## config.mk

```make
export PLATFORM = sky130hd
export DESIGN_NAME = irq_subsys
export DESIGN_NICKNAME = d
export VERILOG_FILES = /design/src/source/irq_defs_pkg.sv /design/src/source/dev_regs_pkg.sv /design/src/source/wbc_vic.sv /design/src/source/line_clock.sv /design/src/source/console_port.sv /design/src/source/irq_subsys.sv
export SDC_FILE = /design/constraint.sdc
export NUM_CORES = 1
export LEC_CHECK = 0
export BUFFER_PORTS_ARGS = -buffer_cell sky130_fd_sc_hd__buf_2
export CAP_MARGIN = 20
export CORE_MARGIN = 2
export CORE_UTILIZATION = 50
export DETAILED_ROUTE_END_ITERATION = 6
export GPL_TIMING_DRIVEN = 0
export PLACE_DENSITY = 0.94
export SYNTH_ARGS = -nofsm -noshare
export SYNTH_HDL_FRONTEND = slang
export SYNTH_SLANG_ARGS = --single-unit
```

## constraint.sdc

```tcl
create_clock -name wb_clk_i -period 3.2 [get_ports wb_clk_i]
set_clock_uncertainty 0.05 [all_clocks]
set_input_delay 0 -clock wb_clk_i [delete_from_list [all_inputs] [get_ports wb_clk_i]]
set_output_delay 0 -clock wb_clk_i [all_outputs]
set_load 0.02 [all_outputs]
```

## src/source/irq_defs_pkg.sv

```systemverilog
package irq_defs_pkg;

   // request line numbering, lowest index wins arbitration
   localparam int irq_count = 3;                  // number of request lines
   localparam int irq_lclk  = 0;                  // line clock, top priority
   localparam int irq_rx    = 1;                  // console receiver
   localparam int irq_tx    = 2;                  // console transmitter

   typedef logic [15:0]          word_t;          // bus data word
   typedef logic [irq_count-1:0] irq_vec_t;       // one bit per request line

   localparam word_t vec_lclk = 16'o100;          // line clock vector
   localparam word_t vec_rx   = 16'o060;          // receiver vector
   localparam word_t vec_tx   = 16'o064;          // transmitter vector

   // next state of a device pending flop, fed with the next flag and enable
   function automatic logic pend_next
   (
      input logic pend,                           // current pending
      input logic flag_n,                         // flag after this edge
      input logic ie,                             // enable before this edge
      input logic ie_n,                           // enable after this edge
      input logic set_evt,                        // event that sets the flag
      input logic iack                            // acknowledge from the vic
   );
      logic keep;                                 // old request survives
      logic fire;                                 // new request edge
      keep = pend & ~iack;
      fire = set_evt | ~ie;                       // fresh event or enable rising
      return flag_n & ie_n & (keep | fire);       // flag or ie low drops it
   endfunction

endpackage

```

## src/source/dev_regs_pkg.sv

```systemverilog
package dev_regs_pkg;

   typedef logic [2:0] reg_adr_t;                 // register select on the bus
   typedef logic [7:0] byte_t;                    // console character

   // register map of the subsystem
   localparam reg_adr_t adr_rcsr = 3'd0;          // receiver status
   localparam reg_adr_t adr_rbuf = 3'd1;          // receiver buffer
   localparam reg_adr_t adr_xcsr = 3'd2;          // transmitter status
   localparam reg_adr_t adr_xbuf = 3'd3;          // transmitter buffer
   localparam reg_adr_t adr_lks  = 3'd4;          // line clock status

   // status layout, same in every csr
   localparam int bit_flag = 7;                   // done, ready or monitor
   localparam int bit_ie   = 6;                   // interrupt enable

endpackage

```

## src/source/wbc_vic.sv

```systemverilog
`timescale 1ns/1ps

module wbc_vic #(
   parameter int N = 1                                  // number of request lines
)
(
   input  logic                         wb_clk_i,       // system clock
   input  logic                         wb_rst_i,       // async reset
   output logic                         wb_irq_o,       // registered request to cpu
   output irq_defs_pkg::word_t          wb_dat_o,       // vector or unaddressed word
   input  logic                         wb_stb_i,       // vector read strobe
   input  logic                         wb_una_i,       // unaddressed read tag
   output logic                         wb_ack_o,       // vector read ack
   input  irq_defs_pkg::word_t          rsel,           // word for unaddressed reads
   input  irq_defs_pkg::word_t [N-1:0]  ivec,           // per line vectors
   input  logic [N-1:0]                 ireq,           // request lines
   output logic [N-1:0]                 iack            // acknowledge pulses
);

   // one code past the last line, all ones, marks no request
   typedef logic [$clog2(N+1)-1:0] sel_t;

   sel_t                nvec;                           // current winner, frozen in a cycle
   sel_t                nsel;                           // winner of the live requests
   irq_defs_pkg::word_t vsel;                           // vector of the winner
   logic                grant;                          // vector cycle accepted now

   always_comb
   begin
      nsel = '1;                                        // idle unless a line is up
      for (int i = N - 1; i >= 0; i--)
      begin
         if (ireq[i] && !iack[i])                       // line being acked is stale
         begin
            nsel = sel_t'(i);                           // lower index overrides
         end
      end
   end

   always_comb
   begin
      vsel = '0;                                        // no winner reads as zero
      for (int i = 0; i < N; i++)
      begin
         if (nvec == sel_t'(i))
         begin
            vsel = ivec[i];
         end
      end
   end

   assign grant = wb_stb_i & ~wb_ack_o & (wb_irq_o | wb_una_i); // first strobe cycle

   always_ff @(posedge wb_clk_i or posedge wb_rst_i)
   begin
      if (wb_rst_i)
      begin
         wb_irq_o <= 1'b0;
         wb_ack_o <= 1'b0;
         iack     <= '0;
         nvec     <= '1;                                // nothing selected
      end
      else
      begin
         wb_ack_o <= grant;                             // one cycle after strobe
         wb_irq_o <= (nvec != '1) & ~(|iack);           // drop while a line is acked
         for (int i = 0; i < N; i++)
         begin
            iack[i] <= grant & ~wb_una_i & (nvec == sel_t'(i)); // single pulse
         end
         if (!wb_stb_i)
         begin
            nvec <= nsel;                               // arbitrate between cycles
         end
         else if (|iack)
         begin
            nvec <= '1;                                 // served, forget the winner
         end
      end
   end

   always_ff @(posedge wb_clk_i)
   begin
      if (grant)
      begin
         wb_dat_o <= wb_una_i ? rsel : vsel;            // latched with the ack
      end
   end

endmodule

```

## src/source/line_clock.sv

```systemverilog
`timescale 1ns/1ps

module line_clock
(
   input  logic                wb_clk_i,        // system clock
   input  logic                wb_rst_i,        // async reset
   input  logic                tick_i,          // external line tick
   input  logic                wr_i,            // csr write strobe
   input  irq_defs_pkg::word_t wdat_i,          // write data
   output irq_defs_pkg::word_t csr_o,           // status word
   output logic                ireq_o,          // request to the vic
   input  logic                iack_i           // acknowledge from the vic
);

   logic flag;                                  // monitor flag
   logic ie;                                    // interrupt enable
   logic pend;                                  // pending request
   logic flag_n;                                // next monitor flag
   logic ie_n;                                  // next enable
   logic clr;                                   // software clears the flag

   assign clr = wr_i & ~wdat_i[dev_regs_pkg::bit_flag];  // writing 0 clears

   always_comb
   begin
      flag_n = tick_i | (flag & ~clr);          // tick wins over a clear
      ie_n   = wr_i ? wdat_i[dev_regs_pkg::bit_ie] : ie;
   end

   always_ff @(posedge wb_clk_i or posedge wb_rst_i)
   begin
      if (wb_rst_i)
      begin
         flag <= 1'b0;
         ie   <= 1'b0;
         pend <= 1'b0;
      end
      else
      begin
         flag <= flag_n;
         ie   <= ie_n;
         // every tick requests again, even with the flag still set
         pend <= irq_defs_pkg::pend_next(pend, flag_n, ie, ie_n, tick_i, iack_i);
      end
   end

   always_comb
   begin
      csr_o                         = '0;       // unused bits read 0
      csr_o[dev_regs_pkg::bit_flag] = flag;
      csr_o[dev_regs_pkg::bit_ie]   = ie;
   end

   assign ireq_o = pend;

endmodule

```

## src/source/console_port.sv

```systemverilog
`timescale 1ns/1ps

module console_port
(
   input  logic                   wb_clk_i,     // system clock
   input  logic                   wb_rst_i,     // async reset
   input  logic                   wr_i,         // write strobe, ack cycle
   input  logic                   rd_i,         // read strobe, ack cycle
   input  dev_regs_pkg::reg_adr_t adr_i,        // register select
   input  irq_defs_pkg::word_t    wdat_i,       // write data
   output irq_defs_pkg::word_t    rdat_o,       // read data
   input  logic                   rx_stb_i,     // received character strobe
   input  dev_regs_pkg::byte_t    rx_dat_i,     // received character
   output logic                   tx_stb_o,     // character out strobe
   output dev_regs_pkg::byte_t    tx_dat_o,     // character out
   input  logic                   tx_done_i,    // transmitter finished
   output logic                   rx_ireq_o,    // receiver request
   output logic                   tx_ireq_o,    // transmitter request
   input  logic                   rx_iack_i,    // receiver acknowledge
   input  logic                   tx_iack_i     // transmitter acknowledge
);

   logic                rx_done;                // character waiting
   logic                rx_ie;
   logic                rx_pend;
   dev_regs_pkg::byte_t rx_buf;                 // last character in
   logic                tx_rdy;                 // transmitter free
   logic                tx_ie;
   logic                tx_pend;
   dev_regs_pkg::byte_t tx_buf;                 // last character out
   logic                rx_done_n;
   logic                rx_ie_n;
   logic                tx_rdy_n;
   logic                tx_ie_n;
   logic                rd_rbuf;                // buffer read clears done
   logic                wr_xbuf;                // buffer write starts output

   assign rd_rbuf = rd_i & (adr_i == dev_regs_pkg::adr_rbuf);
   assign wr_xbuf = wr_i & (adr_i == dev_regs_pkg::adr_xbuf);

   always_comb
   begin
      rx_done_n = rx_stb_i | (rx_done & ~rd_rbuf);    // new character beats the read
      tx_rdy_n  = tx_done_i | (tx_rdy & ~wr_xbuf);
      rx_ie_n   = rx_ie;
      tx_ie_n   = tx_ie;
      if (wr_i && adr_i == dev_regs_pkg::adr_rcsr)
      begin
         rx_ie_n = wdat_i[dev_regs_pkg::bit_ie];      // done is read only
      end
      if (wr_i && adr_i == dev_regs_pkg::adr_xcsr)
      begin
         tx_ie_n = wdat_i[dev_regs_pkg::bit_ie];      // ready is read only
      end
   end

   always_ff @(posedge wb_clk_i or posedge wb_rst_i)
   begin
      if (wb_rst_i)
      begin
         rx_done  <= 1'b0;
         rx_ie    <= 1'b0;
         rx_pend  <= 1'b0;
         tx_rdy   <= 1'b1;                            // idle transmitter is ready
         tx_ie    <= 1'b0;
         tx_pend  <= 1'b0;
         tx_stb_o <= 1'b0;
      end
      else
      begin
         rx_done  <= rx_done_n;
         rx_ie    <= rx_ie_n;
         tx_rdy   <= tx_rdy_n;
         tx_ie    <= tx_ie_n;
         tx_stb_o <= wr_xbuf;                         // one pulse per write
         rx_pend  <= irq_defs_pkg::pend_next(rx_pend, rx_done_n, rx_ie, rx_ie_n,
                                             rx_stb_i, rx_iack_i);
         tx_pend  <= irq_defs_pkg::pend_next(tx_pend, tx_rdy_n, tx_ie, tx_ie_n,
                                             tx_done_i, tx_iack_i);
      end
   end

   always_ff @(posedge wb_clk_i)
   begin
      if (rx_stb_i)
      begin
         rx_buf <= rx_dat_i;                          // overwrites an unread byte
      end
      if (wr_xbuf)
      begin
         tx_buf <= wdat_i[7:0];
      end
   end

   always_comb
   begin
      rdat_o = '0;
      case (adr_i)
         dev_regs_pkg::adr_rcsr:
         begin
            rdat_o[dev_regs_pkg::bit_flag] = rx_done;
            rdat_o[dev_regs_pkg::bit_ie]   = rx_ie;
         end
         dev_regs_pkg::adr_rbuf: rdat_o = irq_defs_pkg::word_t'(rx_buf);
         dev_regs_pkg::adr_xcsr:
         begin
            rdat_o[dev_regs_pkg::bit_flag] = tx_rdy;
            rdat_o[dev_regs_pkg::bit_ie]   = tx_ie;
         end
         dev_regs_pkg::adr_xbuf: rdat_o = irq_defs_pkg::word_t'(tx_buf);
         default:                rdat_o = '0;         // not a console register
      endcase
   end

   assign tx_dat_o  = tx_buf;
   assign rx_ireq_o = rx_pend;
   assign tx_ireq_o = tx_pend;

endmodule

```

## src/source/irq_subsys.sv

```systemverilog
`timescale 1ns/1ps

module irq_subsys
(
   input  logic                   wb_clk_i,     // system clock
   input  logic                   wb_rst_i,     // async reset
   input  logic                   reg_stb_i,    // register strobe
   input  logic                   reg_we_i,     // register write
   input  dev_regs_pkg::reg_adr_t reg_adr_i,    // register address
   input  irq_defs_pkg::word_t    reg_dat_i,    // register write data
   output irq_defs_pkg::word_t    reg_dat_o,    // register read data
   output logic                   reg_ack_o,    // register ack
   input  logic                   iak_stb_i,    // vector read strobe
   input  logic                   iak_una_i,    // unaddressed tag
   input  irq_defs_pkg::word_t    rsel_i,       // unaddressed read word
   output irq_defs_pkg::word_t    iak_dat_o,    // vector read data
   output logic                   iak_ack_o,    // vector read ack
   output logic                   irq_o,        // request to cpu
   input  logic                   lclk_tick_i,  // line clock tick
   input  logic                   rx_stb_i,     // received character strobe
   input  dev_regs_pkg::byte_t    rx_dat_i,     // received character
   output logic                   tx_stb_o,     // character out strobe
   output dev_regs_pkg::byte_t    tx_dat_o,     // character out
   input  logic                   tx_done_i     // transmitter finished
);

   irq_defs_pkg::irq_vec_t                              ireq;     // device requests
   irq_defs_pkg::irq_vec_t                              iack;     // vic acknowledges
   irq_defs_pkg::word_t [irq_defs_pkg::irq_count-1:0]   ivec;     // vector table
   irq_defs_pkg::word_t                                 lks_dat;  // line clock csr
   irq_defs_pkg::word_t                                 con_dat;  // console read data
   logic                                                dev_wr;   // write on ack cycle
   logic                                                dev_rd;   // read on ack cycle
   logic                                                lks_sel;
   logic                                                con_sel;

   always_ff @(posedge wb_clk_i or posedge wb_rst_i)
   begin
      if (wb_rst_i)
         reg_ack_o <= 1'b0;
      else
         reg_ack_o <= reg_stb_i & ~reg_ack_o;  // ack one cycle after strobe
   end

   assign dev_wr  = reg_ack_o & reg_we_i;
   assign dev_rd  = reg_ack_o & ~reg_we_i;
   assign lks_sel = (reg_adr_i == dev_regs_pkg::adr_lks);
   assign con_sel = reg_adr_i inside {dev_regs_pkg::adr_rcsr, dev_regs_pkg::adr_rbuf,
                                      dev_regs_pkg::adr_xcsr, dev_regs_pkg::adr_xbuf};

   // upper addresses read as zero
   assign reg_dat_o = lks_sel ? lks_dat : (con_sel ? con_dat : '0);

   assign ivec[irq_defs_pkg::irq_lclk] = irq_defs_pkg::vec_lclk;
   assign ivec[irq_defs_pkg::irq_rx]   = irq_defs_pkg::vec_rx;
   assign ivec[irq_defs_pkg::irq_tx]   = irq_defs_pkg::vec_tx;

   line_clock u_lclk
   (
      .wb_clk_i (wb_clk_i),
      .wb_rst_i (wb_rst_i),
      .tick_i   (lclk_tick_i),
      .wr_i     (dev_wr & lks_sel),
      .wdat_i   (reg_dat_i),
      .csr_o    (lks_dat),
      .ireq_o   (ireq[irq_defs_pkg::irq_lclk]),
      .iack_i   (iack[irq_defs_pkg::irq_lclk])
   );

   console_port u_con
   (
      .wb_clk_i  (wb_clk_i),
      .wb_rst_i  (wb_rst_i),
      .wr_i      (dev_wr & con_sel),
      .rd_i      (dev_rd & con_sel),
      .adr_i     (reg_adr_i),
      .wdat_i    (reg_dat_i),
      .rdat_o    (con_dat),
      .rx_stb_i  (rx_stb_i),
      .rx_dat_i  (rx_dat_i),
      .tx_stb_o  (tx_stb_o),
      .tx_dat_o  (tx_dat_o),
      .tx_done_i (tx_done_i),
      .rx_ireq_o (ireq[irq_defs_pkg::irq_rx]),
      .tx_ireq_o (ireq[irq_defs_pkg::irq_tx]),
      .rx_iack_i (iack[irq_defs_pkg::irq_rx]),
      .tx_iack_i (iack[irq_defs_pkg::irq_tx])
   );

   wbc_vic #(
      .N (irq_defs_pkg::irq_count)
   )
   u_vic
   (
      .wb_clk_i (wb_clk_i),
      .wb_rst_i (wb_rst_i),
      .wb_irq_o (irq_o),
      .wb_dat_o (iak_dat_o),
      .wb_stb_i (iak_stb_i),
      .wb_una_i (iak_una_i),
      .wb_ack_o (iak_ack_o),
      .rsel     (rsel_i),
      .ivec     (ivec),
      .ireq     (ireq),
      .iack     (iack)
   );

endmodule

```

Yosys cells after proc, flatten, opt, wreduce, memory -nomap -nowiden
Index checks and enable logic that the tools add are counted.
Operators by class
  add/sub/neg operators: 0
  $mul: 0
  div/mod/pow operators: 0
  order comparisons: 0
  equal/unequal tests: 8
  shifts and indexed selects: 0
  muxes and demuxes: 16
  bitwise operators: 53
  reduce and logical (&&, ||, !) cells: 12
Operators by type and width (count)
  1-bit AND: 28
  7-bit 2-to-1 mux: 3
  16-bit 2-to-1 mux: 1
  8-bit 2-to-1 mux: 2
  1-bit NOT: 15
  6-bit case mux with 2 select lines: 1
  1-bit bitwise OR: 10
  2-bit 2-to-1 mux: 4
  2-bit case mux with 4 select lines: 1
  3-bit by 2-bit equality test with 1-bit output, second input constant: 2
  1-bit logical AND: 5
  1-bit 2-to-1 mux: 4
  4-bit nonzero test: 1
  3-bit by 1-bit equality test with 1-bit output, second input constant: 1
  3-bit equality test, second input constant: 1
  1-bit zero test: 3
  3-bit zero test: 1
  3-bit OR reduction: 1
  2-bit by 1-bit equality test with 1-bit output, second input constant: 1
  2-bit equality test, second input constant: 1
  2-bit zero test: 1
  2-bit by 1-bit inequality test with 1-bit output, second input constant: 1
  2-bit inequality test, second input constant: 1
Word-level totals
  flip-flop bits (word level): 50
  latch bits: 0
  bits in writable memories: 0
  memory bits (read-only): 0
  output and inout port bits: 44
  memories: 0

Logic depth before layout (Yosys ltp)
  word-level depth: 9
  depth in mapped cells: 5

Hierarchy
A second synthesis with hierarchy kept.
Second synthesis, totals
  cell total of the unflattened synthesis: 268
  area total of the unflattened synthesis: 3051.7 µm²
Modules (own cells, without submodules)
  wbc_vic: instances 1, cells an instance 100, area an instance 1351.3 µm²
  console_port: instances 1, cells an instance 75, area an instance 1052.3 µm²
  irq_subsys: instances 1, cells an instance 65, area an instance 402.9 µm²
  line_clock: instances 1, cells an instance 28, area an instance 245.2 µm²

Least setup slack after synthesis
OpenSTA, ideal clock, no wires.
  path type: register to register
  start: register reg_ack_o
  end: register u_con.rx_pend (netlist: u_con.rx_ireq_o)
  library setup time: 119 ps
  data arrival time: 1303 ps
  setup slack: 1728 ps
  cell stages (with the launch flop): 5
  buffers on the path: 0
  cell sequence: dfrtp_1 nand2_1 nor4_1 mux2_2 and2_1
On the way
  elaborated cells on any way between the ends: 12
RTL lines
  from (decl): RTL line irq_subsys.sv:12  | output logic reg_ack_o,
  from (signal assigned): RTL line irq_subsys.sv:42  | reg_ack_o <= reg_stb_i & ~reg_ack_o;
  1-bit AND: RTL line irq_subsys.sv:45  | assign dev_wr = reg_ack_o & reg_we_i;
  1-bit AND: RTL line irq_subsys.sv:74  | .wr_i (dev_wr & con_sel),
  1-bit logical AND: RTL line console_port.sv:47  | if (wr_i && adr_i == dev_regs_pkg::adr_rcsr)
  1-bit 2-to-1 mux: RTL line console_port.sv:47
  named net u_con.rx_ie_n: RTL line console_port.sv:32  | logic rx_ie_n;
  1-bit AND (2 in a row): RTL line irq_defs_pkg.sv:30  | return flag_n & ie_n & (keep | fire);
  to (signal assigned): RTL line console_port.sv:76  | rx_pend <= irq_defs_pkg::pend_next(rx_pend, rx_done_n, rx_ie, rx_ie_n,
  to (decl): RTL line console_port.sv:25  | logic rx_pend;
The timed path passes the listed nets, and every way through them passes these cells.
A chain may end at the register's enable or synchronous reset.

Final worst setup path
  start: register u_vic.wb_ack_o
  end: register u_vic.wb_dat_o[4] (enable)
On the way
  word-level cells in the longest chain between the ends: 3
RTL lines
  from (decl): RTL line wbc_vic.sv:13  | output logic wb_ack_o,
  from (signal assigned): RTL line wbc_vic.sv:65  | wb_ack_o <= grant;
  1-bit NOT: RTL line wbc_vic.sv:52  | assign grant = wb_stb_i & ~wb_ack_o & (wb_irq_o | wb_una_i);
  1-bit AND (2 in a row): RTL line wbc_vic.sv:52
  named net u_vic.grant: RTL line wbc_vic.sv:26  | logic grant;
  to (signal assigned): RTL line wbc_vic.sv:86  | wb_dat_o <= wb_una_i ? rsel : vsel;
  to (decl): RTL line wbc_vic.sv:10  | output irq_defs_pkg::word_t wb_dat_o,
The timed path passes the listed nets, and every way through them passes these cells.

==> run summary <==
Place
* 0.776 — routability congestion estimate
* 78 — PortBufs
* 3360 um — Post-DP HPWL

Timing
* 0 — final number of setup-violating endpoints
* 0 — number of pins exceeding their max-slew limit in the final report
* 56.2% — worst relative slew slack
* 0.657 ns — Worst Max-Slew Pin Slew
* 0 — final hold vios
* false — RSZ-0062 raised after global routing
* 646 MHz — Achievable Freq
* 1.55 ns — final critical path time including I/O delays and setup
* 48.3% — fin crit share
* 0 ns — setup TNS

Synth
* 33 — distinct cell type count of the synthesized netlist
* sky130_fd_sc_hd__edfxtp_1 — library cell occupying the most area in the post-synthesis netlist
* 161 — count of mapped cells out of synthesis
* 65.8% — share of synthesized area occupied by flip-flops and latches
* sky130_fd_sc_hd__edfxtp_1, sky130_fd_sc_hd__dfrtp_1, sky130_fd_sc_hd__and2_1, sky130_fd_sc_hd__dfstp_2, sky130_fd_sc_hd__buf_4 — Area contributors post-synth
* 13.4 um^2 — mean instance size in the synthesized netlist
* 44.7% — Synth top area share
* 2150 um^2 — area of the mapped netlist
* 32 — number of synthesized flops with an enable pin
* 50 — post-synthesis sequential element count
* sky130_fd_sc_hd__edfxtp_1 — main flop type after synthesis
* 0 — Syn. warnings
* 36.0% — async set-or-reset flop fraction in the synthesized netlist

Drt
* 0 — number of routed nets with antenna violations
* 5.11 — Via-to-Cell Ratio
* 4 — detailed-router iteration count before antenna repair
* 1744 — via total after detailed routing
* 0 — DRC violation count after routing
* 16.7 um — final routed wire length divided by cell count
* 113 — first-iteration detailed-routing DRC count
* 5710 um — Post-Route WL

Setup path
* sky130_fd_sc_hd__inv_1 — Worst path slowest cell
* reg -> reg — critical setup path kind
* buffers and inverters — cell type group with the largest total delay on the critical path
* 17 — maximum fanout along the worst path
* flop — type of element capturing the critical path
* inv_1 > o211ai_1 > inv_1 — critical path cell sequence
* 3.08 ns — required time reported for the critical path endpoint
* 2 — crit path buf inv count
* 0.52 ns — stage delay of the slowest cell on the critical path
* 1.43 ns — endpoint arrival time on the critical path
* sky130_fd_sc_hd__inv_1 — most numerous cell on the critical path
* flop — category of the worst setup path launch point

Final layout
* 0 — antenna diode count
* 346 — nets@finish
* 43.4% — area grow syn2layout
* 76.1% — final core occ
* 37.5% — fraction of layout cells with a size suffix above 1
* 244 — number of fillers in the final layout

CTS
* done — TritonCTS clock tree
* 0.29 ns — clock insertion delay at the later pin of the skew report
* 50 — sink count of the clock tree
* 0 — number of buffers added for setup after CTS
* 0.09 ns — Reg clk slew, reported paths
* 2 — maximum clock insertion buffer count
* sky130_fd_sc_hd__clkbuf_8 — clock root buffer
* 0 — Resize count post-CTS
* 2 — H-tree depth
* 37 — total of hold buffers inserted after clock tree synthesis
* 5 — CTS buffer count

Global route
* 8930 um — first-pass GRT wire length
* 1841 — number of global-route vias before repair
* 19 — pin count of the biggest net entering global routing
* 24.2% — Total GRT Usage
* 0 — antenna violations before repair
* 0 — Congestion Overflow GR

Floorplanning
* 4060 um^2 — area of the core
* 23 — number of core rows
* 96 — Top Ports
* 53.0% — Initial Utilization
* 69.6 um — Die Ht
* 69.6 um — DIE WIDTH
* 4840 um^2 — die area

Power and ir drop
* 0.410 mV — worst ir drop on vdd
* 0.00143 uW — leakage power total
* 489 nW/um^2 — power density over the cells
* 1510 uW — sum of internal, switching and leakage power

Worst hold path
* in -> reg — class of the tightest hold or removal check

Run status
* completed — outcome

Job
* 0 — max-cap violations

==> sequential cells by signal, indices dropped and copies added (netlist names), 2 cells and up <==
signal          cells
u_vic.nvec          2
u_vic.iack          3
u_con.tx_dat_o      8
u_vic.wb_dat_o     16
u_con.rx_buf        8
==> path summary, 6_finish.rpt <==
path	startpoint	end	slack, ns	depth (start not counted)
setup reg to reg	u_vic.wb_ack_o$_DFF_PP0_	u_vic.wb_dat_o[4]$_DFFE_PN_	1.65	3
min in group asynchronous	wb_rst_i	u_con.rx_done$_DFF_PP0_	0.27	3
hold / removal	rx_stb_i	u_con.rx_buf[3]$_DFFE_PP_	0.02	1
max in group asynchronous	wb_rst_i	u_vic.iack[0]$_DFF_PP0_	2.41	3
setup / recovery	u_vic.wb_ack_o$_DFF_PP0_	u_vic.wb_dat_o[4]$_DFFE_PN_	1.65	3
hold reg to reg	u_con.tx_rdy$_DFF_PP1_	u_con.tx_rdy$_DFF_PP1_	0.48	1
==> cell families (layout without fill, tap and decap cells) <==
kind of cell,count (synthesis),after routing,synth area share [%]
flip-flops,50,50,65.8
adder cells (fa/ha/maj),4,4,2.33
AND/OR/NAND/NOR,58,58,14.9
multiplexers,11,11,5.76
AO/OA/AOI/OAI,19,19,6.05
buffers and inverters,18,141,5.06
other,1,8,0.174
==> per-stage QoR <==
stage	hold WS, ns	std cells	instance area (um^2)	setup slack (ns)
6_report	0.0226	341	3090	1.65
5_1_grt	0.00823	341	3090	1.57
4_1_cts	0.0131	341	3090	1.66
3_5_place_dp	0.0628	296	2630	1.68
3_3_place_gp	0.0580	296	2630	1.75
2_1_floorplan	-0.114	168	2180	1.73
==> area by class of cell <==
cell class,count,area [um^2],share of cell area (%)
inverter,6,22.5,0.730
timing repair buffer,115,761,24.6
buffer,12,86.3,2.80
clock inverter,3,16.3,0.527
tap,50,62.6,2.03
clock buffer,5,68.8,2.23
sequential,50,1420,45.8
multi-input combinational,100,654,21.2
==> power breakdown <==
group / internal (uW) / switching, uW / leakage (uW)
registers: 778 / 39.9 / 0.000522
logic: 147 / 189 / 0.000864
clock network: 150 / 205 / 0.0000416
==> layout by cell type (no fill, tap or decap) <==
cell type,n
sky130_fd_sc_hd__nor2b_2,1
sky130_fd_sc_hd__dfrtp_1,15
sky130_fd_sc_hd__mux2_2,3
sky130_fd_sc_hd__nor2_1,10
sky130_fd_sc_hd__clkinv_1,1
sky130_fd_sc_hd__nor2_2,1
sky130_fd_sc_hd__nand4_2,1
sky130_fd_sc_hd__clkinvlp_4,1
sky130_fd_sc_hd__buf_6,1
sky130_fd_sc_hd__buf_4,9
sky130_fd_sc_hd__buf_2,78
sky130_fd_sc_hd__and2_1,14
sky130_fd_sc_hd__nor3b_2,1
sky130_fd_sc_hd__a21o_1,3
sky130_fd_sc_hd__o311a_1,1
sky130_fd_sc_hd__dlygate4sd3_1,37
sky130_fd_sc_hd__nand2b_1,8
sky130_fd_sc_hd__nor4_1,1
sky130_fd_sc_hd__nand3_1,1
sky130_fd_sc_hd__nor2b_1,4
sky130_fd_sc_hd__ha_1,4
sky130_fd_sc_hd__or3_1,1
sky130_fd_sc_hd__o211ai_1,1
sky130_fd_sc_hd__clkbuf_1,2
sky130_fd_sc_hd__nand2_1,13
sky130_fd_sc_hd__clkbuf_8,5
sky130_fd_sc_hd__a31o_2,2
sky130_fd_sc_hd__edfxtp_1,32
sky130_fd_sc_hd__o21ai_0,6
sky130_fd_sc_hd__nor3b_1,1
sky130_fd_sc_hd__nand4_1,1
sky130_fd_sc_hd__a22oi_1,4
sky130_fd_sc_hd__inv_1,6
sky130_fd_sc_hd__conb_1,8
sky130_fd_sc_hd__mux2_4,2
sky130_fd_sc_hd__o22ai_1,2
sky130_fd_sc_hd__mux2i_1,6
sky130_fd_sc_hd__clkinv_2,1
sky130_fd_sc_hd__dfstp_2,3
==> Yosys cell counts, types with 3 or more instances <==
library cell,count
sky130_fd_sc_hd__o21ai_0,6
sky130_fd_sc_hd__inv_1,6
sky130_fd_sc_hd__nor2_1,10
sky130_fd_sc_hd__nand2b_1,8
sky130_fd_sc_hd__edfxtp_1,32
sky130_fd_sc_hd__ha_1,4
sky130_fd_sc_hd__nor2b_1,4
sky130_fd_sc_hd__a22oi_1,4
sky130_fd_sc_hd__dfstp_2,3
sky130_fd_sc_hd__buf_4,9
sky130_fd_sc_hd__mux2_2,3
sky130_fd_sc_hd__dfrtp_1,15
sky130_fd_sc_hd__and2_1,14
sky130_fd_sc_hd__nand2_1,13
sky130_fd_sc_hd__mux2i_1,6
sky130_fd_sc_hd__a21o_1,3
==> routing by layer <==
layer	track usage [%]	up-vias	routed length (um)
li1	-	803	-
met1	25.6	856	2080
met3	5.67	12	280
met2	46.2	73	3210
met5	0	-	0
met4	8.93	0	136
No activity file was read; power rests on OpenSTA's default activity.
